==> src/common/soc_pkg.sv <==
`default_nettype none

package soc_pkg;

	// Bus widths
	localparam int ADDR_W = 32;
	localparam int DATA_W = 32;

	// ========================================
	// Address map
	// ========================================
	localparam logic [ADDR_W-1:0] RAM_BASE    = 32'h0001_0000;
	localparam logic [ADDR_W-1:0] RAM_SPAN    = 32'h0001_0000;
	localparam logic [ADDR_W-1:0] PERIPH_BASE = 32'h5000_0000;
	localparam logic [ADDR_W-1:0] PERIPH_SPAN = 32'h0000_0040;

	// Offset bits inside the peripheral window
	localparam int PERIPH_OFF_W = 6;

	// Peripheral register offsets
	localparam logic [PERIPH_OFF_W-1:0] REG_LED     = 6'h00;
	localparam logic [PERIPH_OFF_W-1:0] REG_COUNT   = 6'h10;
	localparam logic [PERIPH_OFF_W-1:0] REG_COMPARE = 6'h14;
	localparam logic [PERIPH_OFF_W-1:0] REG_STATUS  = 6'h18;

	// Board LED count
	localparam int LED_W = 10;

endpackage

`default_nettype wire

==> src/common/bus_if.sv <==
`timescale 1ns/1ps
`default_nettype none

// Request level held until a one-cycle ready pulse
// rw high means write
interface bus_if
	import soc_pkg::*;
();

	logic              request;
	logic              rw;
	logic [ADDR_W-1:0] address;
	logic [DATA_W-1:0] wdata;
	logic [DATA_W-1:0] rdata;
	logic              ready;

	modport master (
		output request, rw, address, wdata,
		input  rdata, ready
	);

	modport slave (
		input  request, rw, address, wdata,
		output rdata, ready
	);

endinterface

`default_nettype wire

==> src/source/bus_access.sv <==
`timescale 1ns/1ps
`default_nettype none

module bus_access
	import soc_pkg::*;
(
	input  wire logic              clock,
	input  wire logic              i_rst,

	// Port A, instruction fetch
	input  wire logic              i_pa_request,
	input  wire logic [ADDR_W-1:0] i_pa_address,
	output logic                   o_pa_ready,
	output logic      [DATA_W-1:0] o_pa_rdata,

	// Port B, data
	input  wire logic              i_pb_request,
	input  wire logic              i_pb_rw,
	input  wire logic [ADDR_W-1:0] i_pb_address,
	input  wire logic [DATA_W-1:0] i_pb_wdata,
	output logic                   o_pb_ready,
	output logic      [DATA_W-1:0] o_pb_rdata,

	bus_if.master                  bus
);

	typedef enum logic [1:0] {GNT_IDLE, GNT_A, GNT_B} grant_t;

	grant_t grant;

	// One access in flight, port B wins ties
	always_ff @(posedge clock)
	begin
		if (i_rst)
			grant <= GNT_IDLE;
		else if (grant == GNT_IDLE)
		begin
			if (i_pb_request)
				grant <= GNT_B;
			else if (i_pa_request)
				grant <= GNT_A;
		end
		else if (bus.ready)
			grant <= GNT_IDLE;
	end

	// Steer the granted port onto the bus
	assign bus.request = (grant != GNT_IDLE);
	assign bus.rw      = (grant == GNT_B) ? i_pb_rw : 1'b0;
	assign bus.address = (grant == GNT_B) ? i_pb_address :
		(grant == GNT_A) ? i_pa_address : '0;
	assign bus.wdata   = (grant == GNT_B) ? i_pb_wdata : '0;

	// Return path to the owner only
	assign o_pa_ready = bus.ready && (grant == GNT_A);
	assign o_pb_ready = bus.ready && (grant == GNT_B);
	assign o_pa_rdata = (grant == GNT_A) ? bus.rdata : '0;
	assign o_pb_rdata = (grant == GNT_B) ? bus.rdata : '0;

	// Slaves only answer a live request
	assert property (@(posedge clock) disable iff (i_rst) bus.ready |-> bus.request);

	// A ready belongs to an access that this port already owned
	assert property (@(posedge clock) disable iff (i_rst)
		$rose(o_pa_ready) |-> $past(grant) == GNT_A);
	assert property (@(posedge clock) disable iff (i_rst)
		$rose(o_pb_ready) |-> $past(grant) == GNT_B);

endmodule

`default_nettype wire

==> src/flat_wrapper.sv <==
// flat-port wrapper written by rule: the top's interface ports become plain ports
module bus_access_flat import soc_pkg::*;
  (clock, i_rst, i_pa_request, i_pa_address, o_pa_ready, o_pa_rdata, i_pb_request, i_pb_rw, i_pb_address, i_pb_wdata, o_pb_ready, o_pb_rdata, bus_request, bus_rw, bus_address, bus_wdata, bus_rdata, bus_ready);
  bus_if bus_i ();
  input  wire logic clock;
  input  wire logic i_rst;
  input  wire logic i_pa_request;
  input  wire logic [ADDR_W-1:0] i_pa_address;
  output logic o_pa_ready;
  output logic      [DATA_W-1:0] o_pa_rdata;
  input  wire logic i_pb_request;
  input  wire logic i_pb_rw;
  input  wire logic [ADDR_W-1:0] i_pb_address;
  input  wire logic [DATA_W-1:0] i_pb_wdata;
  output logic o_pb_ready;
  output logic      [DATA_W-1:0] o_pb_rdata;
  output wire logic [$bits(bus_i.request)-1:0] bus_request;
  output wire logic [$bits(bus_i.rw)-1:0] bus_rw;
  output wire logic [$bits(bus_i.address)-1:0] bus_address;
  output wire logic [$bits(bus_i.wdata)-1:0] bus_wdata;
  input wire logic [$bits(bus_i.rdata)-1:0] bus_rdata;
  input wire logic [$bits(bus_i.ready)-1:0] bus_ready;
  assign bus_request = bus_i.request;
  assign bus_rw = bus_i.rw;
  assign bus_address = bus_i.address;
  assign bus_wdata = bus_i.wdata;
  assign bus_i.rdata = bus_rdata;
  assign bus_i.ready = bus_ready;
  bus_access u_core (.clock(clock), .i_rst(i_rst), .i_pa_request(i_pa_request), .i_pa_address(i_pa_address), .o_pa_ready(o_pa_ready), .o_pa_rdata(o_pa_rdata), .i_pb_request(i_pb_request), .i_pb_rw(i_pb_rw), .i_pb_address(i_pb_address), .i_pb_wdata(i_pb_wdata), .o_pb_ready(o_pb_ready), .o_pb_rdata(o_pb_rdata), .bus(bus_i));
endmodule
==> config.mk <==
export PLATFORM = sky130hd
export DESIGN_NAME = bus_access_flat
export DESIGN_NICKNAME = d
export VERILOG_FILES = /design/src/common/soc_pkg.sv /design/src/common/bus_if.sv /design/src/source/bus_access.sv /design/src/flat_wrapper.sv
export SDC_FILE = /design/constraint.sdc
export NUM_CORES = 1
export LEC_CHECK = 0
export ABC_AREA = 1
export BUFFER_PORTS_ARGS = -buffer_cell sky130_fd_sc_hd__buf_4
export CORE_AREA = 2 2 103 105
export DETAILED_ROUTE_END_ITERATION = 8
export DIE_AREA = 0 0 105 107
export PLACE_DENSITY = 0.59
export SLEW_MARGIN = 40
export SYNTH_ARGS = -nofsm -noshare
export SYNTH_HDL_FRONTEND = slang
export SYNTH_SLANG_ARGS = --single-unit
==> constraint.sdc <==
create_clock -name clock -period 1.69 [get_ports clock]
set_input_delay 0.338 -clock clock [delete_from_list [all_inputs] [get_ports clock]]
set_output_delay 0.338 -clock clock [all_outputs]
set_load 0.01 [all_outputs]
==> flow_summary.toml <==
[timing]
finalWorstPathRequiredPeriod_ns = 1.61
timing.setup.tns_ns = 0
max_freq_mhz = 621
post-route-period-util = 0.952
max-slew-margin-rel = 0.831
finalHoldViolations = 0
worst_pin_slew_ns = 0.253
layout_setup_ws_ns = 0.0804
final.hold.worst_slack_ns = 0.285
clock_skew_ns = 0.00109
number_of_max_slew_violations_in_the_final_report = 0
grt_setup_unrepaired = "yes"
report.final.setup_viol = 0

[layout]
leading_cell_type_in_the_layout_fill_and_taps_excluded = "buf_4"
post_route_cells_drive_above_1_share = 0.549
top_register = "u_core.grant"
num_antenna_cells = 0
max_ffs_per_register = 2
biggestRegsByFlops = "u_core.grant x2"
areaGrowthSynthToFinish_pct = 171
final_cells = 693
layout.cells.most_common_list = "270 x buf_4, 76 x nor2_1, 73 x nand2_1"
nFillCells = 1101
final_area_mm2 = 0.00352
final_net_count = 693

[global_route]
grt_overflow = 0
grt_start_max_net_pins = 55
total_routing_usage_gr = 0.118
grt_antenna_before_repair = 0
number_of_global_route_vias_before_repair = 2393
wire_length_of_the_first_global_routing_pass_um = 11100

[clocking]
cts-root-buf = "clkbuf_8"
clock-sinks = 2
worstSkewPairLatency_ns = 0.21
clkSlewWorstSetupHoldPaths_ns = 0.03
numCtsBuffers = 3
tritoncts = "built"
ctsLongestPathBuffers = 2
htreeDepth = 1

[floorplan]
design.portCount = 266
die_area_mm2 = 0.0112
die_height_um = 107
design.core.area_mm2 = 0.0101
die_w_um = 105
floorplan.initialDensity = 0.129
num_rows = 37

[logic_synthesis]
synth.avg_cell_area_um2 = 4.33
number_of_instances_in_the_synthesized_netlist = 300
postSynthRegisterBits = 2
synth-adder-area-share = 0
synth_area_mm2 = 0.00130
post_synth_xor_area_fraction = 0
synth_sequential_area_ratio = 0.0308
synth_compound_area_frac = 0.00385
synth.distinct_cells = 13
post_synthesis_net_count = 434
synthSimpleGateAreaFrac = 0.670
synth.area.mux_share = 0
synth.yosys.warnings = 0
combinational_family_with_the_most_area_after_synthesis = "simple AND/OR/NAND/NOR gates"

[drt]
detailedRoute.firstPassIterationCount = 4
num_vias = 2643
detail_route.vias_per_cell = 3.81
detail_route.wirelength_um = 7520
remaining_antenna_violation_count_after_routing = 0
first_iter_violations = 88
drc_errors = 0
post_drt_wl_per_cell_um = 10.8

[critical_path]
timing.critical_path.to_type = "primary output"
startpoint_type = "register"
critical_path_class = "register to primary output"
worstPathMaxFanout = 27
worstRegToRegCells = 6
critPathRequiredTime_ns = 1.35
worst_ep_arrival_time_ns = 1.27

[hold_path]
class_of_the_tightest_hold_or_removal_check = "input port to register"
hold_path_depth = 2

[power_and_ir_drop]
power.density_cell_area_mw_per_mm2 = 357
leakagePower_nw = 2.32
ir_drop_mv = 0.306

[placed_design]
place_ws_ns = 0.276
routabilityCongestion = 0.746
post-dp-hpwl_um = 6130
numPortBuffers = 265
placed_cell_area_mm2 = 0.00343
place_inst = 689

[outcome]
run_status = "finished clean"

[run]
cap_violations = 0
[where the power goes]
group	internal, W	switching (W)	total [W]
Sequential	0.0000523	0.00000455	0.0000569
Combinational	0.000542	0.000474	0.00102
Clock	0.000150	0.0000359	0.000186
Total	0.000745	0.000514	0.00126
[cell families after synthesis]
family / after synthesis
flip-flops: 2
AO/OA/AOI/OAI: 1
buffers and inverters: 90
AND/OR/NAND/NOR: 207
[what timing repair did]
| action | in CTS | in global routing |
|---|---|---|
| buffers inserted | 0 | 0 |
| hold buffers | 0 | 0 |
| endpoints found under the setup margin | 0 | 47 |
| resized for setup | 0 | 9 |
[area by class of cell]
| cell class | count | area (um2) | area share |
|---|---|---|---|
| Clock buffer | 3 | 41.3 | 0.0117 |
| Tap cell | 136 | 170 | 0.0483 |
| Timing Repair Buffer | 274 | 2110 | 0.600 |
| Sequential cell | 2 | 41.3 | 0.0117 |
| Inverter | 70 | 265 | 0.0753 |
| Multi-Input combinational cell | 208 | 892 | 0.253 |
[metrics by stage]
step | power, W | util
after floorplan | 0.000464 | -
after global placement | 0.00105 | 0.340
after detailed placement | 0.00106 | 0.340
after CTS | 0.00125 | 0.344
after global routing | 0.00137 | 0.349
final | 0.00126 | 0.349
[final timing paths]
| kind | slack, ns | end | start |
|---|---|---|---|
| worst min register to register | 0.47 | u_core.grant[1] | u_core.grant[1] |
| worst min-delay path | 0.29 | u_core.grant[1] | i_rst |
| worst max register to register | 0.65 | u_core.grant[0] | u_core.grant[1] |
| worst max-delay path | 0.08 | bus_wdata[2] | u_core.grant[1] |
[cell usage after synthesis]
master	count	area [um2]
clkbuf_1	7	26.3
buf_6	5	56.3
nor2_2	18	113
buf_1	1	3.75
nor2_1	83	312
dfxtp_1	2	40.0
nand3_1	32	160
buf_2	7	35.0
a21oi_1	1	5.00
nor2_4	1	11.3
inv_2	2	7.51
nand2_1	73	274
inv_1	68	255
[critical path, stage by stage, from the launching register on]
cell       delay [ns]
dfxtp_2          0.33
inv_2            0.06
nor2_4           0.14
inv_4            0.07
clkbuf_16        0.21
nor2_1           0.12
buf_4            0.13
[routing by layer]
layer | share of wire | track usage | vias to the layer above
met3 | 0.11 | 0.0353 | 10
met1 | 0.35 | 0.126 | 1110
met2 | 0.52 | 0.223 | 164
met4 | 0.015 | 0.0343 | 0
li1 | - | - | 1359
met5 | 0 | 0 | -
Power figures use the tool's default switching activity.
