### src/common/soc_pkg.sv
`default_nettype none

package soc_pkg;

	// Bus widths
	localparam int ADDR_W = 32;
	localparam int DATA_W = 32;

	// ========================================
	// Address map
	// ========================================
	localparam logic [ADDR_W-1:0] RAM_BASE    = 32'h0001_0000;
	localparam logic [ADDR_W-1:0] RAM_SPAN    = 32'h0001_0000;
	localparam logic [ADDR_W-1:0] PERIPH_BASE = 32'h5000_0000;
	localparam logic [ADDR_W-1:0] PERIPH_SPAN = 32'h0000_0040;

	// Offset bits inside the peripheral window
	localparam int PERIPH_OFF_W = 6;

	// Peripheral register offsets
	localparam logic [PERIPH_OFF_W-1:0] REG_LED     = 6'h00;
	localparam logic [PERIPH_OFF_W-1:0] REG_COUNT   = 6'h10;
	localparam logic [PERIPH_OFF_W-1:0] REG_COMPARE = 6'h14;
	localparam logic [PERIPH_OFF_W-1:0] REG_STATUS  = 6'h18;

	// Board LED count
	localparam int LED_W = 10;

endpackage

`default_nettype wire

### src/common/bus_if.sv
`timescale 1ns/1ps
`default_nettype none

// Request level held until a one-cycle ready pulse
// rw high means write
interface bus_if
	import soc_pkg::*;
();

	logic              request;
	logic              rw;
	logic [ADDR_W-1:0] address;
	logic [DATA_W-1:0] wdata;
	logic [DATA_W-1:0] rdata;
	logic              ready;

	modport master (
		output request, rw, address, wdata,
		input  rdata, ready
	);

	modport slave (
		input  request, rw, address, wdata,
		output rdata, ready
	);

endinterface

`default_nettype wire

### src/source/bus_decoder.sv
`timescale 1ns/1ps
`default_nettype none

module bus_decoder
	import soc_pkg::*;
(
	input  wire logic clock,
	input  wire logic i_rst,

	bus_if.slave      cpu,
	bus_if.master     ram,
	bus_if.master     periph
);

	logic ram_sel;
	logic periph_sel;
	logic unmapped_ready;

	// ========================================
	// Window compare
	// ========================================
	assign ram_sel = (cpu.address >= RAM_BASE) &&
		(cpu.address < RAM_BASE + RAM_SPAN);
	assign periph_sel = (cpu.address >= PERIPH_BASE) &&
		(cpu.address < PERIPH_BASE + PERIPH_SPAN);

	// Forward with window-relative addresses
	assign ram.request = cpu.request && ram_sel;
	assign ram.rw      = cpu.rw;
	assign ram.address = cpu.address - RAM_BASE;
	assign ram.wdata   = cpu.wdata;

	assign periph.request = cpu.request && periph_sel;
	assign periph.rw      = cpu.rw;
	assign periph.address = cpu.address - PERIPH_BASE;
	assign periph.wdata   = cpu.wdata;

	// Nothing mapped here, answer anyway so the master moves on
	always_ff @(posedge clock)
	begin
		if (i_rst)
			unmapped_ready <= 1'b0;
		else
			unmapped_ready <= cpu.request && !ram_sel && !periph_sel && !unmapped_ready;
	end

	// ========================================
	// Return mux
	// ========================================
	assign cpu.ready = ram_sel ? ram.ready :
		periph_sel ? periph.ready : unmapped_ready;
	assign cpu.rdata = ram_sel ? ram.rdata :
		periph_sel ? periph.rdata : '0;

	assert property (@(posedge clock) disable iff (i_rst)
		cpu.request |-> !(ram_sel && periph_sel));

endmodule

`default_nettype wire

### src/flat_wrapper.sv
// flat-port wrapper written by rule: the top's interface ports become plain ports
module bus_decoder_flat import soc_pkg::*;
  (clock, i_rst, cpu_request, cpu_rw, cpu_address, cpu_wdata, cpu_rdata, cpu_ready, ram_request, ram_rw, ram_address, ram_wdata, ram_rdata, ram_ready, periph_request, periph_rw, periph_address, periph_wdata, periph_rdata, periph_ready);
  bus_if cpu_i ();
  bus_if ram_i ();
  bus_if periph_i ();
  input  wire logic clock;
  input  wire logic i_rst;
  input wire logic [$bits(cpu_i.request)-1:0] cpu_request;
  input wire logic [$bits(cpu_i.rw)-1:0] cpu_rw;
  input wire logic [$bits(cpu_i.address)-1:0] cpu_address;
  input wire logic [$bits(cpu_i.wdata)-1:0] cpu_wdata;
  output wire logic [$bits(cpu_i.rdata)-1:0] cpu_rdata;
  output wire logic [$bits(cpu_i.ready)-1:0] cpu_ready;
  output wire logic [$bits(ram_i.request)-1:0] ram_request;
  output wire logic [$bits(ram_i.rw)-1:0] ram_rw;
  output wire logic [$bits(ram_i.address)-1:0] ram_address;
  output wire logic [$bits(ram_i.wdata)-1:0] ram_wdata;
  input wire logic [$bits(ram_i.rdata)-1:0] ram_rdata;
  input wire logic [$bits(ram_i.ready)-1:0] ram_ready;
  output wire logic [$bits(periph_i.request)-1:0] periph_request;
  output wire logic [$bits(periph_i.rw)-1:0] periph_rw;
  output wire logic [$bits(periph_i.address)-1:0] periph_address;
  output wire logic [$bits(periph_i.wdata)-1:0] periph_wdata;
  input wire logic [$bits(periph_i.rdata)-1:0] periph_rdata;
  input wire logic [$bits(periph_i.ready)-1:0] periph_ready;
  assign cpu_i.request = cpu_request;
  assign cpu_i.rw = cpu_rw;
  assign cpu_i.address = cpu_address;
  assign cpu_i.wdata = cpu_wdata;
  assign cpu_rdata = cpu_i.rdata;
  assign cpu_ready = cpu_i.ready;
  assign ram_request = ram_i.request;
  assign ram_rw = ram_i.rw;
  assign ram_address = ram_i.address;
  assign ram_wdata = ram_i.wdata;
  assign ram_i.rdata = ram_rdata;
  assign ram_i.ready = ram_ready;
  assign periph_request = periph_i.request;
  assign periph_rw = periph_i.rw;
  assign periph_address = periph_i.address;
  assign periph_wdata = periph_i.wdata;
  assign periph_i.rdata = periph_rdata;
  assign periph_i.ready = periph_ready;
  bus_decoder u_core (.clock(clock), .i_rst(i_rst), .cpu(cpu_i), .ram(ram_i), .periph(periph_i));
endmodule
### config.mk
export PLATFORM = sky130hd
export DESIGN_NAME = bus_decoder_flat
export DESIGN_NICKNAME = d
export VERILOG_FILES = /design/src/common/soc_pkg.sv /design/src/common/bus_if.sv /design/src/source/bus_decoder.sv /design/src/flat_wrapper.sv
export SDC_FILE = /design/constraint.sdc
export NUM_CORES = 1
export LEC_CHECK = 0
export ABC_CLOCK_PERIOD_IN_PS = 2400
export BUFFER_PORTS_ARGS = -buffer_cell sky130_fd_sc_hd__buf_2
export CAP_MARGIN = 10
export CORE_AREA = 2 2 117 119
export CTS_CLUSTER_SIZE = 14
export DETAILED_ROUTE_END_ITERATION = 12
export DIE_AREA = 0 0 119 121
export PLACE_DENSITY = 0.48
export SETUP_SLACK_MARGIN = 0.5
export SLEW_MARGIN = 20
export SYNTH_ARGS = -nofsm -noshare
export SYNTH_HDL_FRONTEND = slang
export SYNTH_SLANG_ARGS = --single-unit
### constraint.sdc
create_clock -name clock -period 2.4 [get_ports clock]
set_clock_uncertainty 0.2 [all_clocks]
set_input_delay 0.12 -clock clock [delete_from_list [all_inputs] [get_ports clock]]
set_output_delay 0.12 -clock clock [all_outputs]
set_load 0.02 [all_outputs]
==> results of run 1 <==
-- logic make-up (layout without fill, tap and decap cells) --
family | after synthesis | count (layout) | share of synthesized area, %
buf+inv | 124 | 243 | 51.3
simple gates | 47 | 47 | 17.0
compound gates | 41 | 41 | 20.0
fa+ha+maj | 5 | 5 | 3.55
flops | 1 | 1 | 1.14
xor+xnor | 14 | 14 | 6.96
-- stage by stage --
stage | utilization (%) | setup TNS [ns]
2_1_floorplan | - | 0
4_1_cts | 22.3 | -5.99
3_3_place_gp | 20.2 | -8.82
6_report | 23.5 | -4.74
5_1_grt | 23.5 | -7.98
3_5_place_dp | 20.2 | -8.52
-- cell type report --
| cell class | instances | area (µm²) | share of cell area [%] |
|---|---|---|---|
| Timing Repair Buffer | 236 | 1620 | 52.6 |
| Sequential cell | 1 | 20.0 | 0.651 |
| Inverter | 7 | 26.3 | 0.854 |
| Multi-Input combinational cell | 107 | 1190 | 38.7 |
| Tap cell | 176 | 220 | 7.16 |
-- synth_stat cells, types with 2 or more instances --
| master | n | area share (%) |
|---|---|---|
| xor2_1 | 8 | 4.0 |
| xnor2_1 | 6 | 3.0 |
| or4_4 | 4 | 2.6 |
| ha_1 | 5 | 3.6 |
| nor3_1 | 5 | 1.4 |
| and2_1 | 3 | 1.1 |
| or4_1 | 2 | 0.85 |
| buf_6 | 3 | 1.9 |
| buf_2 | 3 | 0.85 |
| nand2_1 | 7 | 1.5 |
| nor2_1 | 10 | 2.1 |
| a22o_1 | 32 | 16 |
| buf_4 | 110 | 47 |
| inv_1 | 7 | 1.5 |
| a21oi_1 | 2 | 0.57 |
| nand4_1 | 3 | 1.1 |
| nor4_1 | 4 | 1.4 |
| o21ai_0 | 2 | 0.57 |
-- critical path, delay by kind of cell --
kind / cells / cell delay [ns]
AND/OR/NAND/NOR: 3 / 1.25
AO/OA/AOI/OAI: 2 / 0.50
buffers and inverters: 3 / 0.37
-- timing repair --
item | CTS | global route
cloned | 2 | 1
endpoints found under the setup margin | 42 | 41
gates resized for setup | 70 | 29
pin swaps | 2 | 8
setup buffers | 1 | 2
-- how the worst max path moves through the flow --
stage / start / to
3_3_place_gp: cpu_address[11] / cpu_rdata[12]
5_1_grt: cpu_address[11] / cpu_rdata[1]
3_5_place_dp: cpu_address[11] / cpu_rdata[12]
2_1_floorplan: cpu_address[6] / cpu_rdata[17]
4_1_cts: cpu_address[11] / cpu_rdata[0]
6_report: cpu_address[11] / cpu_ready
-- power groups by stage --
stage	clock network (mW)	logic, mW	registers, mW
after floorplan	0	0.422	0.0184
after global placement	0	0.446	0.0189
after detailed placement	0	0.448	0.0190
after CTS	0	0.483	0.0190
after global routing	0	0.525	0.0191
final	0	0.495	0.0188
-- per-layer routing --
layer,vias to the layer above,global-route usage [%],wire length [µm]
li1,937,-,-
met1,924,10.0,2720
met2,117,17.5,4160
met3,24,1.55,589
met4,0,2.23,176
met5,-,0,0
==> flow_summary.yaml, run 1 <==
status:
  outcome: "complete, but fails checks"
  violations: "setup timing"
placed_design:
  gp_congestion: 0.781
  dpl.cell_count: 521
  io_buffer_count: 199
  place_area_um2: 2640
  dp_hpwl_mm: 6.57
  place_ws_ns: -0.295
floorplan:
  die_h_um: 121
  die_area_um2: 14400
  core_um2: 13100
  rows: 42
  initial_core_util_pct: 13.5
  io_pins: 299
  fp.dieW_um: 119
min_path:
  min_delay_worst_endpoint: "periph_wdata[27]"
  hold_class: "in -> out"
  whs_path_depth: 0
  min-delay-start: "cpu_wdata[27]"
global_routing:
  antenna_found_initial: 0
  grt_pass1_wl_mm: 10.4
  grt_use_total_pct: 8.98
  grt_max_degree: 25
  overflow: 0
  grt_pass1_vias: 1946
routing:
  vias: 2002
  drc: 0
  detail_route.wl_per_cell_um: 14.5
  dr.first_iter.drc_count: 26
  wl_mm: 7.65
  firstDrtPassIters: 4
  ant_nets: 0
  viasPerCell: 3.80
critical_path:
  crit_fanout: 3
  crit_path_frequent_cell: "buf_6"
  r2r_slack_ns: 1.49
  worstPathCellList: "buf_6, or4_4, buf_6, nor4_4, a32oi_2, or3b_1, a311o_1, buf_6"
  crit_slowest_cell: "or4_4"
  worst_setup_path_end_kind: "primary output"
  crit_type: "in -> out"
  startpoint_type: "input pin"
  rr_startpoint: "u_core.unmapped_ready$_SDFF_PP0_"
  reg2reg_to: "u_core.unmapped_ready$_SDFF_PP0_"
  cp.arrival_ns: 2.25
  max_stage_delay_ns: 0.56
  r2r_cells: 3
  cp.required_ns: 2.08
cells_and_area:
  fin_area_um2: 3080
  layout-drive-gt1-share_pct: 82.1
  instances_no_fill: 527
  top_register: "u_core.unmapped_ready"
  num_antenna_cells: 0
  final_common_cell: "buf_2"
  final_cell_mix: "157 x buf_2, 42 x buf_6, 31 x buf_4, 28 x a22o_4, 8 x xor2_1"
  top_regs: "u_core.unmapped_ready x1"
  area_growth_pct: 74.6
  fillers: 1417
  largest_register_ffs: 1
  final_net_count: 492
sta:
  fin_hold_ws_ns: 0.0400
  finalHoldViolCount: 0
  layout_setup_ws_ns: -0.169
  period_minus_slack_ns: 2.57
  rsz0062_at_grt: "true"
  finalSetupViolCount: 36
  slew_viol_final: 0
  max_slew_margin_pct: 67.1
  fmax_mhz: 389
  worstMarginPinSlew_ns: 0.488
  fin_crit_sh_pct: 107
pwr:
  pwr-share-comb_pct: 96.3
  p_int_mw: 0.249
  total_power_mw: 0.513
  p_seq_share_pct: 3.7
  pwr-share-clk_pct: 0
  switching_share_pct: 51.5
  p_switching_mw: 0.265
  power.density_nw_per_um2: 167
  leakagePower_nw: 1.63
  ir_worst_vdd_uv: 59.0
synth:
  ys_ff_latch: 1
  async_flop_share_pct: 0
  synth_nets: 371
  ys.flop_type: "dfxtp_1"
  syn_area_um2: 1760
  yosysUniqueCellTypes: 34
  synthCells: 232
  avgSynthCellArea_um2: 7.59
  ys_warn_count: 0
  ys_seq_area_share_pct: 1.14
  synth_edf_count: 0
clock_tree:
  hold_buffers: 0
  worstSkewPairLatency_ns: 0
job:
  cap_viol_max_count: 0
Note: power is estimated with default switching activity, not from simulation.
==> inputs of run 2 (changes only) <==
--- a/config.mk
+++ b/config.mk
@@ -6,13 +6,15 @@
 export NUM_CORES = 1
 export LEC_CHECK = 0
 export ABC_CLOCK_PERIOD_IN_PS = 2400
-export BUFFER_PORTS_ARGS = -buffer_cell sky130_fd_sc_hd__buf_2
 export CAP_MARGIN = 10
-export CORE_AREA = 2 2 117 119
+export CORE_AREA = 2 2 116 118
+export CTS_BUF_LIST = sky130_fd_sc_hd__clkbuf_4 sky130_fd_sc_hd__clkbuf_8
+export CTS_CLUSTER_DIAMETER = 30
 export CTS_CLUSTER_SIZE = 14
 export DETAILED_ROUTE_END_ITERATION = 12
-export DIE_AREA = 0 0 119 121
-export PLACE_DENSITY = 0.48
+export DIE_AREA = 0 0 118 120
+export DONT_BUFFER_PORTS = 1
+export PLACE_DENSITY = 0.3
 export SETUP_SLACK_MARGIN = 0.5
 export SLEW_MARGIN = 20
 export SYNTH_ARGS = -nofsm -noshare
==> run 2 against run 1 <==
Against the previous run: the run now ends clean; via count decreased by 40%; final area decreased by 39%; critical path depth decreased by 2; fmax increased by 10%; largest cell class is now multi-input combinational cells; combinational power decreased by 58%.
==> flow_summary.yaml, run 2 (synthesized netlist as in run 1, its figures left out) <==
routing:
  detail_route.wl_per_cell_um: 18.6
  ant_nets: 0
  vias: 1195
  drc: 0
  met2_length_mm: 3.13
  viasPerCell: 3.72
  dr.first_iter.drc_count: 14
  wl_met3_um: 501
  firstDrtPassIters: 3
  wl_met1_mm: 2.27
  maxUsedRoutingLayer: "met4"
  wl_mm: 5.97
floorplan:
  core_um2: 13000
  initial_core_util_pct: 13.6
  die_area_um2: 14200
  rows: 42
  fp.dieW_um: 118
  io_pins: 299
  die_h_um: 120
critical_path:
  worst_setup_path_end_kind: "primary output"
  worstPathCellList: "or4_4, nor4_4, buf_4, a32oi_4, or3b_1, a311o_2"
  crit_type: "in -> out"
  startpoint_type: "input pin"
  max_stage_delay_ns: 0.56
  cp.arrival_ns: 2.01
  r2r_slack_ns: 1.49
  cp.required_ns: 2.08
  crit_slowest_cell: "or4_4"
  crit_fanout: 3
sta:
  finalHoldViolCount: 0
  setup_tns_ns: 0
  fmax_mhz: 429
  finalSetupViolCount: 0
  rsz0062_at_grt: "true"
  period_minus_slack_ns: 2.33
  slew_viol_final: 0
  worstMarginPinSlew_ns: 0.506
  max_slew_margin_pct: 66.1
  fin_crit_sh_pct: 97.2
cells_and_area:
  final_net_count: 286
  fin_area_um2: 1870
  layout-drive-gt1-share_pct: 58.6
  final_common_cell: "a22o_4"
  top_register: "u_core.unmapped_ready"
  num_antenna_cells: 0
  final_util_pct: 14.4
  area_growth_pct: 5.97
  final_cell_mix: "31 x a22o_4, 19 x buf_4, 8 x nor2_1, 7 x inv_1, 7 x nand2_1"
  largest_register_ffs: 1
  top_regs: "u_core.unmapped_ready x1"
job:
  cap_viol_max_count: 0
global_routing:
  antenna_found_initial: 0
  overflow: 0
  grt_max_degree: 18
  grt_pass1_wl_mm: 8.20
  grt_use_total_pct: 7.29
  grt_pass1_vias: 1262
pwr:
  power.density_nw_per_um2: 121
  ir_worst_vdd_uv: 26.3
  leakagePower_nw: 0.757
status:
  outcome: "finished clean"
clock_tree:
  hold_buffers: 0
  worstSkewPairLatency_ns: 0
placed_design:
  io_buffer_count: 0
  dp_hpwl_mm: 4.87
  gp_congestion: 0.661
  place_area_um2: 1550
min_path:
  hold_class: "in -> out"
-- run 2: changes by cell type in the layout (fill, tap and decap cells not counted), moves of 3 or more --
cell    before  now
a22o_4      28   31
buf_2      157    0
buf_6       42    2
buf_4       31   19
buf_12       3    6
a22o_1       4    0
-- run 2: through the flow --
step                worst slack, ns  power, mW  hold WS, ns  cells
CTS                         0.00202      0.224       0.0402    316
global placement             -0.174      0.204       0.0402    305
detailed placement           -0.170      0.204       0.0402    305
global route                -0.0162      0.238       0.0400    321
floorplan                     0.233      0.441       0.0603    232
finish                       0.0676      0.226       0.0400    321
-- run 2: layer usage --
metal  track usage (%)  vias up
met5                 0        -
li1                  -      525
met1              8.92      561
met2              12.9       92
met3              2.09       17
met4              1.13        0
-- run 2: power breakdown --
part	internal, mW	leakage (nW)	switching (mW)
combinational	0.0901	0.749	0.117
sequential	0.0180	0.00828	0.000798
clock	0	0	0
-- run 2: area by class of cell --
class	instances	area [µm²]
inverters	7	26.3
multi-input cells	107	1230
well taps	176	220
fillers	1465	11100
repair buffers	30	370
flip-flops and latches	1	20.0
-- run 2: worst paths after layout --
kind	from	depth (start not counted)	end
worst max register to register	u_core.unmapped_ready$_SDFF_PP0_	3	u_core.unmapped_ready$_SDFF_PP0_
worst min register to register	u_core.unmapped_ready$_SDFF_PP0_	3	u_core.unmapped_ready$_SDFF_PP0_
worst max-delay path	cpu_address[0]	6	cpu_ready
worst min-delay path	cpu_wdata[26]	0	ram_wdata[26]
-- run 2: worst max-delay path, delay by kind of cell --
kind,cells,cell delay [ns]
AND/OR/NAND/NOR,3,1.21
AO/OA/AOI/OAI,2,0.52
buffers and inverters,1,0.17
-- run 2: timing repair --
action | CTS | global route
gates cloned | 2 | 1
setup endpoints to repair | 40 | 39
pin swaps | 4 | 6
resized for setup | 11 | 11
buffers inserted | 9 | 4
endpoints found under the hold margin | 0 | 0
