### src/common/soc_pkg.sv
`default_nettype none

package soc_pkg;

	// Bus widths
	localparam int ADDR_W = 32;
	localparam int DATA_W = 32;

	// ========================================
	// Address map
	// ========================================
	localparam logic [ADDR_W-1:0] RAM_BASE    = 32'h0001_0000;
	localparam logic [ADDR_W-1:0] RAM_SPAN    = 32'h0001_0000;
	localparam logic [ADDR_W-1:0] PERIPH_BASE = 32'h5000_0000;
	localparam logic [ADDR_W-1:0] PERIPH_SPAN = 32'h0000_0040;

	// Offset bits inside the peripheral window
	localparam int PERIPH_OFF_W = 6;

	// Peripheral register offsets
	localparam logic [PERIPH_OFF_W-1:0] REG_LED     = 6'h00;
	localparam logic [PERIPH_OFF_W-1:0] REG_COUNT   = 6'h10;
	localparam logic [PERIPH_OFF_W-1:0] REG_COMPARE = 6'h14;
	localparam logic [PERIPH_OFF_W-1:0] REG_STATUS  = 6'h18;

	// Board LED count
	localparam int LED_W = 10;

endpackage

`default_nettype wire

### src/peripherals/cycle_timer.sv
`timescale 1ns/1ps
`default_nettype none

module cycle_timer
	import soc_pkg::*;
#(
	parameter int TICK_DIV = 4
)
(
	input  wire logic              clock,
	input  wire logic              i_rst,
	input  wire logic [DATA_W-1:0] i_compare,
	output logic      [DATA_W-1:0] o_count,
	output logic                   o_match
);

	localparam int PRE_W = (TICK_DIV > 1) ? $clog2(TICK_DIV) : 1;

	logic [PRE_W-1:0] prescale;
	logic             tick;

	assign tick = (prescale == PRE_W'(TICK_DIV - 1));

	always_ff @(posedge clock)
	begin
		if (i_rst)
		begin
			prescale <= '0;
			o_count  <= '0;
			o_match  <= 1'b0;
		end
		else
		begin
			prescale <= tick ? '0 : prescale + 1'b1;
			// Match pulse lines up with the new count value
			o_match  <= tick && (o_count + 1'b1 == i_compare);
			if (tick)
				o_count <= o_count + 1'b1;
		end
	end

endmodule

`default_nettype wire

### config.mk
export PLATFORM = sky130hd
export DESIGN_NAME = cycle_timer
export DESIGN_NICKNAME = d
export VERILOG_FILES = /design/src/common/soc_pkg.sv /design/src/peripherals/cycle_timer.sv
export SDC_FILE = /design/constraint.sdc
export NUM_CORES = 1
export LEC_CHECK = 0
export ABC_AREA = 1
export BUFFER_PORTS_ARGS = -buffer_cell sky130_fd_sc_hd__buf_4
export CORE_MARGIN = 5
export CORE_UTILIZATION = 55
export DETAILED_ROUTE_END_ITERATION = 6
export PLACE_DENSITY_LB_ADDON = 0.08
export RECOVER_POWER = 25
export SLEW_MARGIN = 30
export SYNTH_ARGS = -nofsm -noshare
export SYNTH_HDL_FRONTEND = slang
export SYNTH_SLANG_ARGS = --single-unit
### constraint.sdc
create_clock -name clock -period 2.2 [get_ports clock]
set_clock_uncertainty 0.05 [all_clocks]
set_input_delay 0.22 -clock clock [delete_from_list [all_inputs] [get_ports clock]]
set_output_delay 0.22 -clock clock [all_outputs]
set_load 0.01 [all_outputs]
==> results of run 1 <==
==> metrics by stage <==
step / std cells / cell area [um^2] / hold slack, ns / total power, mW / setup slack (ns)
2_1_floorplan: 513 / 2859 / 0.3492 / 0.7278 / 0.3844
3_3_place_gp: 650 / 3468 / 0.3606 / 0.8039 / 0.1867
4_1_cts: 658 / 3568 / 0.1733 / 1.342 / 0.1185
6_report: 663 / 3626 / 0.1759 / 1.341 / 0.1847
3_5_place_dp: 650 / 3468 / 0.3612 / 0.8067 / 0.1481
5_1_grt: 663 / 3626 / 0.1777 / 1.392 / 0.006400
==> placed cells by master (no fill, tap or decap) <==
master and n:
nand2_1 185, ha_2 1, o21ai_0 20, buf_4 76, nor2_2 12, o21bai_1 1
clkbuf_1 2, and2_1 1, inv_1 74, clkbuf_8 7, o21ai_1 2, ha_1 1
nand2_2 5, nand4_1 7, a21oi_1 3, nor2_4 7, nand3_2 1, o22ai_1 14
nand2_4 2, nand3_1 78, dfxtp_1 30, nor2_1 47, nand3b_1 11, nor2_8 1
dfxtp_2 5
==> registers in the layout, indices dropped and copies added (netlist names) <==
signal and cells:
prescale 2, o_match 1, o_count 32
==> routing by layer <==
metal | share of wire, % | vias to the layer above
met3 | 8.5 | 18
met4 | 1.9 | 0
li1 | - | 1792
met1 | 42 | 1567
met5 | 0 | -
met2 | 48 | 162
==> cells in the mapped netlist (5+ instances only) <==
cell type  number
clkbuf_1        5
nand3b_1       11
dfxtp_1        35
inv_1          74
nor2_1         53
nor2_4          7
o22ai_1        14
nand2_2         5
nand3_1        78
nand2_1       185
nor2_2          6
nand4_1         7
o21ai_0        21
==> logic make-up after synthesis <==
group,count (synthesis),share of synthesized area (%)
adder cells (fa/ha/maj),2,0.8751
AND/OR/NAND/NOR,357,56.54
AO/OA/AOI/OAI,40,7.702
flip-flops,35,24.51
buffers and inverters,79,10.37
==> area by class of cell <==
| cell class | count | area [um^2] |
|---|---|---|
| multi-input combinational | 399 | 1879 |
| fill | 488 | 1449 |
| tap | 70 | 87.58 |
| timing repair buffer | 77 | 574.3 |
| sequential | 35 | 706.9 |
| inverter | 74 | 277.8 |
| clock buffer | 8 | 100.1 |
==> power by group through the flow <==
| stage | Sequential (mW) | Clock [mW] | Combinational, mW |
|---|---|---|---|
| final | 0.643 | 0.546 | 0.152 |
| after global routing | 0.644 | 0.581 | 0.167 |
| after CTS | 0.643 | 0.549 | 0.150 |
| after detailed placement | 0.658 | 0 | 0.149 |
| after global placement | 0.657 | 0 | 0.147 |
| after floorplan | 0.658 | 0 | 0.0703 |
==> worst register-to-register path, stage by stage, from the launching register on <==
cell	delay (ns)
dfxtp_2	0.37
ha_2	0.21
nand2_2	0.09
nor2_4	0.20
nand2_4	0.12
nor2_2	0.18
nand2_1	0.09
nand3_1	0.08
nand2_1	0.06
nor2_1	0.14
nand2_1	0.08
nor2_2	0.13
nand3_1	0.08
nor2_1	0.08
==> path summary, 6_finish.rpt <==
check                end  slack, ns
max              o_match       0.18
min           o_count[0]       0.18
max reg2reg      o_match       0.18
min reg2reg  prescale[0]       0.38
==> what timing repair did <==
action	CTS	global route
setup buffers	0	5
resized for setup	0	13
setup endpoints to repair	0	1
==> flow_metrics.py, run 1 <==
metrics = {
    "synthesis": {
        "synth_top_area_share_pct": 24.51,
        "synth_seq_cells": 35,
        "async_flop_share_pct": 0,
        "ys_seq_area_share_pct": 24.51,
        "yosysTopAreaCell": "dfxtp_1",
        "yosys.cell_types.count": 21,
        "syn_nets": 549,
        "syn_inst": 513,
        "synth-edff-count": 0,
        "synth_ff_type": "dfxtp_1",
        "synth_area_um2": 2859,
        "avgSynthCellArea_um2": 5.573,
        "synth.top_cells.by_area": "dfxtp_1 25%, nand2_1 24%, nand3_1 14%",
        "ys_warn_count": 0,
    },
    "clocking": {
        "ctsHoldBuffers": 0,
        "htree_num_levels": 2,
        "clk_pin_slew_ns": 0.08,
        "clk_path_buf_depth": 2,
        "cts.sinks": 35,
        "cts_made_buffers": 5,
        "cts_tree": "yes",
        "clk_latency_ns": 0.30,
        "cts-root-buf": "clkbuf_8",
    },
    "floorplanning": {
        "die_area_um2": 6740,
        "num_io_pins": 67,
        "core_area_um2": 5075,
        "start_util_pct": 56.34,
        "fp.dieW_um": 82.10,
        "dieHeight_um": 82.10,
        "rows": 26,
    },
    "cells_and_area": {
        "utilization_pct": 71.45,
        "fin_nets": 628,
        "drive_above_1_share_pct": 19.73,
        "syn_to_final_growth_pct": 26.83,
        "antenna-diode-count": 0,
    },
    "detailed_routing": {
        "route.detailed.drc": 0,
        "ant_nets": 0,
        "post_drt_wl_per_cell_um": 13.47,
        "drt_iter0_drc": 268,
        "vias": 3539,
        "wl_mm": 8.929,
        "viasPerCell": 5.338,
        "dr.pass1.iters": 5,
    },
    "power": {
        "clkPwrFrac_pct": 40.7,
        "irDropWorstVdd_mv": 0.2550,
        "power.density_nw_per_um2": 369.9,
        "power.switching_mw": 0.3432,
        "seq_power_share_pct": 47.9,
        "p_comb_share_pct": 11.3,
        "cellLeakagePower_nw": 1.726,
        "switching_share_pct": 25.59,
        "intPower_mw": 0.9981,
    },
    "critical_path": {
        "cp.depth": 13,
        "r2r_start": "o_count[0]",
        "setup.worst_path.end_class": "flop",
        "critPathRequiredTime_ns": 2.39,
        "slowest_stage": "dfxtp_2",
        "worst_r2r_path_depth": 13,
        "crit_type": "reg -> reg",
        "arrival_ns": 2.20,
        "crit_chain": "ha_2, nand2_2, nor2_4, nand2_4, nor2_2, nand2_1, nand3_1, nand2_1, nor2_1, nand2_1, nor2_2, nand3_1, nor2_1",
        "path_buf_inv": 0,
        "critPathMaxFanout": 6,
        "start_kind": "flop",
        "cp_common_cell": "nand2_1",
        "max_stage_delay_ns": 0.37,
        "critPathLaunch": "o_count[0]",
        "critPathTopFamily": "simple AND/OR/NAND/NOR gates",
    },
    "timing": {
        "fmax_mhz": 496.2,
        "finalCriticalPeriod_ns": 2.015,
        "setup_viol": 0,
        "relSlewSlack_pct": 75.36,
        "setup_tns_ns": 0,
        "worst_pin_slew_ns": 0.3696,
        "rsz0062_at_grt": "no",
        "slew_violations": 0,
        "finalCritPeriodShare_pct": 91.60,
        "hold_viol": 0,
    },
    "placement": {
        "gp_congestion": 0.9257,
        "io_buffer_count": 66,
        "hpwlAfterDp_mm": 6.892,
    },
    "min_path": {
        "hold_class": "in -> reg",
        "hold_depth": 4,
        "hp-start": "i_rst",
    },
    "global_route": {
        "antenna_found_initial": 0,
        "grt_pass1_vias": 3179,
        "met3_usage_pct": 4.013,
        "grt_first_pass_wirelength_mm": 14.28,
        "met1_usage_pct": 34.35,
        "grt_usage_pct": 27.29,
        "grt_use_met2_pct": 47.90,
        "grt_start_max_net_pins": 33,
        "busiest_layer": "met2",
        "grt-ovfl-total": 0,
    },
    "status": {
        "status": "finished clean",
    },
    "job": {
        "drv_cap": 0,
    },
}
No activity file was read; power rests on OpenSTA's default activity.
==> run 2: changes to the inputs <==
--- a/config.mk
+++ b/config.mk
@@ -11,7 +11,6 @@
 export CORE_UTILIZATION = 55
 export DETAILED_ROUTE_END_ITERATION = 6
 export PLACE_DENSITY_LB_ADDON = 0.08
-export RECOVER_POWER = 25
 export SLEW_MARGIN = 30
 export SYNTH_ARGS = -nofsm -noshare
 export SYNTH_HDL_FRONTEND = slang
==> run 2 against run 1 <==
Compared with the run above: non-clock buffer count unchanged; sequential share of layout area about the same; clock-buffer cell count is the same; global-route usage unchanged; flip-flop and latch count unchanged; register-to-register slack about the same; final cell count stayed put; first-iteration DRC count stayed put; design area increased by 0.10%; clock power hardly changed; largest cell class unchanged; largest power group unchanged.
==> flow_metrics.py, run 2 (synthesis results as in run 1) <==
metrics = {
    "critical_path": {
        "r2r_start": "o_count[0]",
        "max_stage_delay_ns": 0.37,
        "start_kind": "flop",
        "critPathTopFamily": "simple AND/OR/NAND/NOR gates",
        "crit_type": "reg -> reg",
        "path_buf_inv": 0,
        "slowest_stage": "dfxtp_2",
        "crit_chain": "ha_2, nand2_2, nor2_4, nand2_4, nor2_2, nand2_1, nand3_1, nand2_1, nor2_1, nand2_1, nor2_2, nand3_1, nor2_1",
        "critPathRequiredTime_ns": 2.39,
        "setup.worst_path.end_class": "flop",
        "reg2reg_setup_slack_ns": 0.18,
        "critPathMaxFanout": 6,
        "cp_common_cell": "nand2_1",
        "arrival_ns": 2.20,
        "r2r-end": "o_match",
        "worst_r2r_path_depth": 13,
    },
    "min_path": {
        "hold_depth": 4,
        "hold_class": "in -> reg",
        "hp-start": "i_rst",
        "holdPathEnd": "o_count[0]",
    },
    "floorplanning": {
        "core_area_um2": 5075,
        "num_io_pins": 67,
        "die_area_um2": 6740,
        "rows": 26,
        "dieHeight_um": 82.10,
        "fp.dieW_um": 82.10,
        "start_util_pct": 56.34,
    },
    "global_route": {
        "grt_usage_pct": 27.29,
        "antenna_found_initial": 0,
        "grt_first_pass_wirelength_mm": 14.28,
        "grt_start_max_net_pins": 33,
        "grt-ovfl-total": 0,
        "grt_pass1_vias": 3179,
    },
    "cells_and_area": {
        "largest_reg_flops": 32,
        "drive_above_1_share_pct": 19.90,
        "syn_to_final_growth_pct": 26.96,
        "design_area_um2": 3630,
        "antenna-diode-count": 0,
        "final_common_cell": "nand2_1",
        "reg_top3": "o_count x32, prescale x2, o_match x1",
        "largest_register": "o_count",
        "utilization_pct": 71.52,
        "fin_nets": 628,
        "final_cell_mix": "185 x nand2_1, 78 x nand3_1, 77 x buf_4",
        "fin_cells": 663,
    },
    "placement": {
        "post-place-ws_ns": 0.1481,
        "gp_congestion": 0.9257,
        "io_buffer_count": 66,
        "placed_cells": 650,
        "dpl_cell_area_um2": 3468,
        "hpwlAfterDp_mm": 6.892,
    },
    "clocking": {
        "cts-root-buf": "clkbuf_8",
        "clk_pin_slew_ns": 0.08,
        "cts.sinks": 35,
        "cts_made_buffers": 5,
        "htree_num_levels": 2,
        "clk_latency_ns": 0.30,
        "clk_path_buf_depth": 2,
        "ctsHoldBuffers": 0,
        "cts_tree": "yes",
    },
    "timing": {
        "relSlewSlack_pct": 75.36,
        "worst_pin_slew_ns": 0.3696,
        "hold_viol": 0,
        "finalCritPeriodShare_pct": 91.60,
        "setup_viol": 0,
        "setup_tns_ns": 0,
        "setup_ws_ns": 0.1847,
        "finalCriticalPeriod_ns": 2.015,
        "rsz0062_at_grt": "no",
        "holdWs_ns": 0.1759,
        "fmax_mhz": 496.2,
        "slew_violations": 0,
    },
    "detailed_routing": {
        "vias": 3539,
        "post_drt_wl_per_cell_um": 13.47,
        "ant_nets": 0,
        "route.detailed.drc": 0,
        "dr.pass1.iters": 5,
        "wl_mm": 8.928,
        "drt_iter0_drc": 268,
        "viasPerCell": 5.338,
    },
    "status": {
        "status": "finished clean",
    },
    "power": {
        "p_total_mw": 1.341,
        "power.density_nw_per_um2": 369.5,
        "irDropWorstVdd_mv": 0.2550,
        "cellLeakagePower_nw": 1.731,
    },
    "job": {
        "drv_cap": 0,
    },
}
run 2: worst reg2reg max path: cells and delay by family (launching register included):
kind	cells	cell delay, ns
DFF	1	0.37
adders and majority gates	1	0.21
and+or+nand+nor	12	1.33
run 2: worst max path at each step:
stage	from	endpoint	slack (ns)	cells after the start
floorplan	o_count[1]	o_match	0.38	13
global placement	o_count[0]	o_match	0.19	13
detailed placement	o_count[0]	o_match	0.15	13
CTS	o_count[0]	o_match	0.12	13
global route	o_count[4]	o_match	0.006	12
finish	o_count[0]	o_match	0.18	13
run 2: layout make-up:
type,instances,area [um^2]
repair buffers,77,578.1
inverters,74,277.8
well taps,70,87.58
clock buffers,8,100.1
fillers,487,1445
multi-input cells,399,1879
flip-flops and latches,35,706.9
run 2: timing repair:
item                       4_1_cts  5_1_grt
setup buffers                    0        5
setup endpoints to repair        0        1
hold endpoints to repair         0        0
resized for setup                0       13
run 2: layer usage:
layer  vias to the layer above  track usage [%]  share of wire [%]
met4                         0            8.306                1.9
met1                      1567            34.35                 42
met5                         -                0                  0
li1                       1792                -                  -
met2                       162            47.90                 48
met3                        18            4.013                8.5
run 2: report_power, final:
group | total, mW | switching [mW] | internal, mW
Sequential | 0.643 | 0.00393 | 0.639
Clock | 0.546 | 0.260 | 0.286
Combinational | 0.152 | 0.0796 | 0.0724
==> run 3: changes to the inputs <==
--- a/config.mk
+++ b/config.mk
@@ -5,10 +5,9 @@
 export SDC_FILE = /design/constraint.sdc
 export NUM_CORES = 1
 export LEC_CHECK = 0
-export ABC_AREA = 1
 export BUFFER_PORTS_ARGS = -buffer_cell sky130_fd_sc_hd__buf_4
 export CORE_MARGIN = 5
-export CORE_UTILIZATION = 55
+export CORE_UTILIZATION = 53
 export DETAILED_ROUTE_END_ITERATION = 6
 export PLACE_DENSITY_LB_ADDON = 0.08
 export SLEW_MARGIN = 30
==> run 3 against run 2 <==
Compared with the run above: hold slack gained 0.086 ns; first-iteration DRC count grew 22%; register-to-register slack lost 0.12 ns; clock-buffer cell count is the same; maximum frequency shrank 5.6%; critical path type unchanged.
==> flow_metrics.py, run 3 <==
metrics = {
    "global_route": {
        "grt_first_pass_wirelength_mm": 12.41,
        "grt_start_max_net_pins": 36,
        "grt_pass1_vias": 2561,
        "grt-ovfl-total": 0,
        "antenna_found_initial": 0,
        "grt_usage_pct": 24.75,
    },
    "detailed_routing": {
        "dr.pass1.iters": 4,
        "post_drt_wl_per_cell_um": 15.67,
        "vias": 2645,
        "wl_mm": 7.551,
        "viasPerCell": 5.488,
        "route.detailed.drc": 0,
        "ant_nets": 0,
        "drt_iter0_drc": 327,
    },
    "timing": {
        "setup_viol": 0,
        "hold_viol": 0,
        "worst_pin_slew_ns": 0.3898,
        "setup_ws_ns": 0.06604,
        "rsz0062_at_grt": "yes",
        "finalCritPeriodShare_pct": 97.00,
        "finalCriticalPeriod_ns": 2.134,
        "setup_tns_ns": 0,
        "slew_violations": 0,
        "relSlewSlack_pct": 74.01,
        "fmax_mhz": 468.6,
    },
    "cells_and_area": {
        "antenna-diode-count": 0,
        "reg_top3": "o_count x32, prescale x2, o_match x1",
        "syn_to_final_growth_pct": 36.03,
        "seqCellArea_um2": 709.4,
        "fin_cells": 482,
        "largest_reg_flops": 32,
        "nFillCells": 391,
        "largest_register": "o_count",
        "drive_above_1_share_pct": 33.98,
        "design_area_um2": 3510,
        "final_common_cell": "buf_4",
        "multi_input_area_um2": 1802,
        "fin_nets": 450,
        "final_cell_mix": "107 x buf_4, 39 x xnor2_1, 38 x nor2_1",
    },
    "placement": {
        "post-place-ws_ns": 0.03428,
        "hpwlAfterDp_mm": 5.885,
        "gp_congestion": 0.9065,
        "io_buffer_count": 66,
        "dpl_cell_area_um2": 3348,
        "placed_cells": 472,
    },
    "power": {
        "seq_power_share_pct": 48.6,
        "cellLeakagePower_nw": 1.423,
        "power.switching_mw": 0.3116,
        "intPower_mw": 1.014,
        "clkPwrFrac_pct": 38.8,
        "switching_share_pct": 23.52,
        "p_comb_share_pct": 12.6,
        "power.density_nw_per_um2": 377.6,
        "irDropWorstVdd_mv": 0.2708,
    },
    "synthesis": {
        "yosysTopAreaCell": "dfxtp_1",
        "synth.area.mux_share_pct": 2.425,
        "async_flop_share_pct": 0,
        "synthAdderAreaFrac_pct": 0.9699,
        "synthSimpleGateAreaFrac_pct": 33.61,
        "synth_area_um2": 2580,
        "synth_top_family_by_area": "simple AND/OR/NAND/NOR gates",
        "synth-compound-area-share_pct": 5.432,
        "ys_warn_count": 0,
        "synth_ff_type": "dfxtp_1",
        "synth-edff-count": 0,
        "synth_seq_cells": 35,
        "ys_seq_area_share_pct": 27.16,
        "yosys.cell_types.count": 44,
        "synth_common_cells": "39 x nor2_1, 39 x xnor2_1, 37 x xor2_1",
        "synth_top_area_share_pct": 27.16,
        "syn_nets": 357,
        "synth.top_cells.by_area": "dfxtp_1 27%, xnor2_1 13%, xor2_1 13%",
        "avgSynthCellArea_um2": 8.037,
        "syn_inst": 321,
        "synthXorXnorAreaFrac_pct": 25.80,
    },
    "floorplanning": {
        "core_area_um2": 4723,
        "die_area_um2": 6363,
        "dieHeight_um": 79.77,
        "num_io_pins": 67,
        "fp.dieW_um": 79.77,
        "rows": 25,
        "start_util_pct": 54.62,
    },
    "critical_path": {
        "crit_type": "reg -> reg",
        "critPathMaxFanout": 4,
        "setup.worst_path.end_class": "flop",
        "arrival_ns": 2.29,
        "worst_r2r_path_depth": 8,
        "start_kind": "flop",
        "critPathRequiredTime_ns": 2.35,
    },
    "clocking": {
        "clk_latency_ns": 0.29,
        "clk_pin_slew_ns": 0.07,
        "cts_tree": "yes",
        "cts_made_buffers": 5,
        "cts-root-buf": "clkbuf_8",
        "htree_num_levels": 2,
        "clk_path_buf_depth": 2,
        "cts.sinks": 35,
    },
    "job": {
        "drv_cap": 0,
    },
    "status": {
        "status": "finished clean",
    },
    "min_path": {
        "hold_class": "in -> reg",
        "hold_depth": 4,
    },
}
[run 3: cell count changes after synthesis, sizes merged, moves of 12 or more]
| cell | previous run | this run |
|---|---|---|
| nand2 | 192 | 25 |
| inv | 74 | 3 |
| nand3 | 79 | 15 |
| xnor2 | 0 | 39 |
| xor2 | 0 | 37 |
| nor2 | 67 | 39 |
| nand4 | 7 | 23 |
| o22ai | 14 | 0 |
| o21ai | 22 | 10 |
[run 3: worst paths after layout]
| path | end | start | slack, ns |
|---|---|---|---|
| worst min-delay path | o_match | i_compare[14] | 0.26 |
| worst max register to register | o_match | o_count[7] | 0.07 |
| worst max-delay path | o_match | o_count[7] | 0.07 |
| worst min register to register | prescale[0] | prescale[0] | 0.38 |
[run 3: layer usage]
| metal | GRT usage, % | wire (um) | vias up |
|---|---|---|---|
| met3 | 3.837 | 543 | 14 |
| met1 | 34.31 | 3345 | 1217 |
| met5 | 0 | 0 | - |
| met4 | 6.081 | 116 | 0 |
| li1 | - | - | 1299 |
| met2 | 40.23 | 3545 | 115 |
[run 3: through the flow]
stage,utilization (%),power [mW],hold slack [ns]
2_1_floorplan,-,0.7435,0.3543
3_3_place_gp,70.89,0.8183,0.3657
3_5_place_dp,70.89,0.8211,0.3773
4_1_cts,73.06,1.324,0.2526
5_1_grt,74.30,1.377,0.2792
6_report,74.30,1.325,0.2616
[run 3: repair_timing]
item / in CTS / in global routing
pin swaps: 0 / 4
setup endpoints to repair: 1 / 4
setup buffers: 0 / 2
resized for setup: 2 / 15
hold buffers: 0 / 0
[run 3: power groups by stage]
stage | Combinational (mW) | Clock [mW] | Sequential [mW]
finish | 0.167 | 0.515 | 0.644
global route | 0.182 | 0.551 | 0.644
CTS | 0.164 | 0.517 | 0.643
detailed placement | 0.163 | 0 | 0.658
global placement | 0.161 | 0 | 0.657
floorplan | 0.0858 | 0 | 0.658
[run 3: area by class of cell]
| cell class | instances | share of cell area, % |
|---|---|---|
| Multi-Input combinational cell | 262 | 51.34 |
| Sequential cell | 35 | 20.21 |
| Inverter | 3 | 0.3209 |
| Clock buffer | 8 | 2.852 |
| Timing Repair Buffer | 107 | 22.89 |
| Tap cell | 67 | 2.389 |
[run 3: worst max-delay path, stage by stage (launching register included)]
cell     delay, ns
dfxtp_2       0.37
nand4_1       0.22
nor4_4        0.34
buf_4         0.18
xnor2_1       0.14
o21ai_1       0.13
nor4_1        0.26
nand4_1       0.15
nor4_2        0.22
[run 3: cell families after synthesis]
logic type,count (synthesis)
AND/OR/NAND/NOR,154
XOR/XNOR,76
buffers and inverters,24
flip-flops,35
multiplexers,6
AO/OA/AOI/OAI,24
adder cells (fa/ha/maj),2
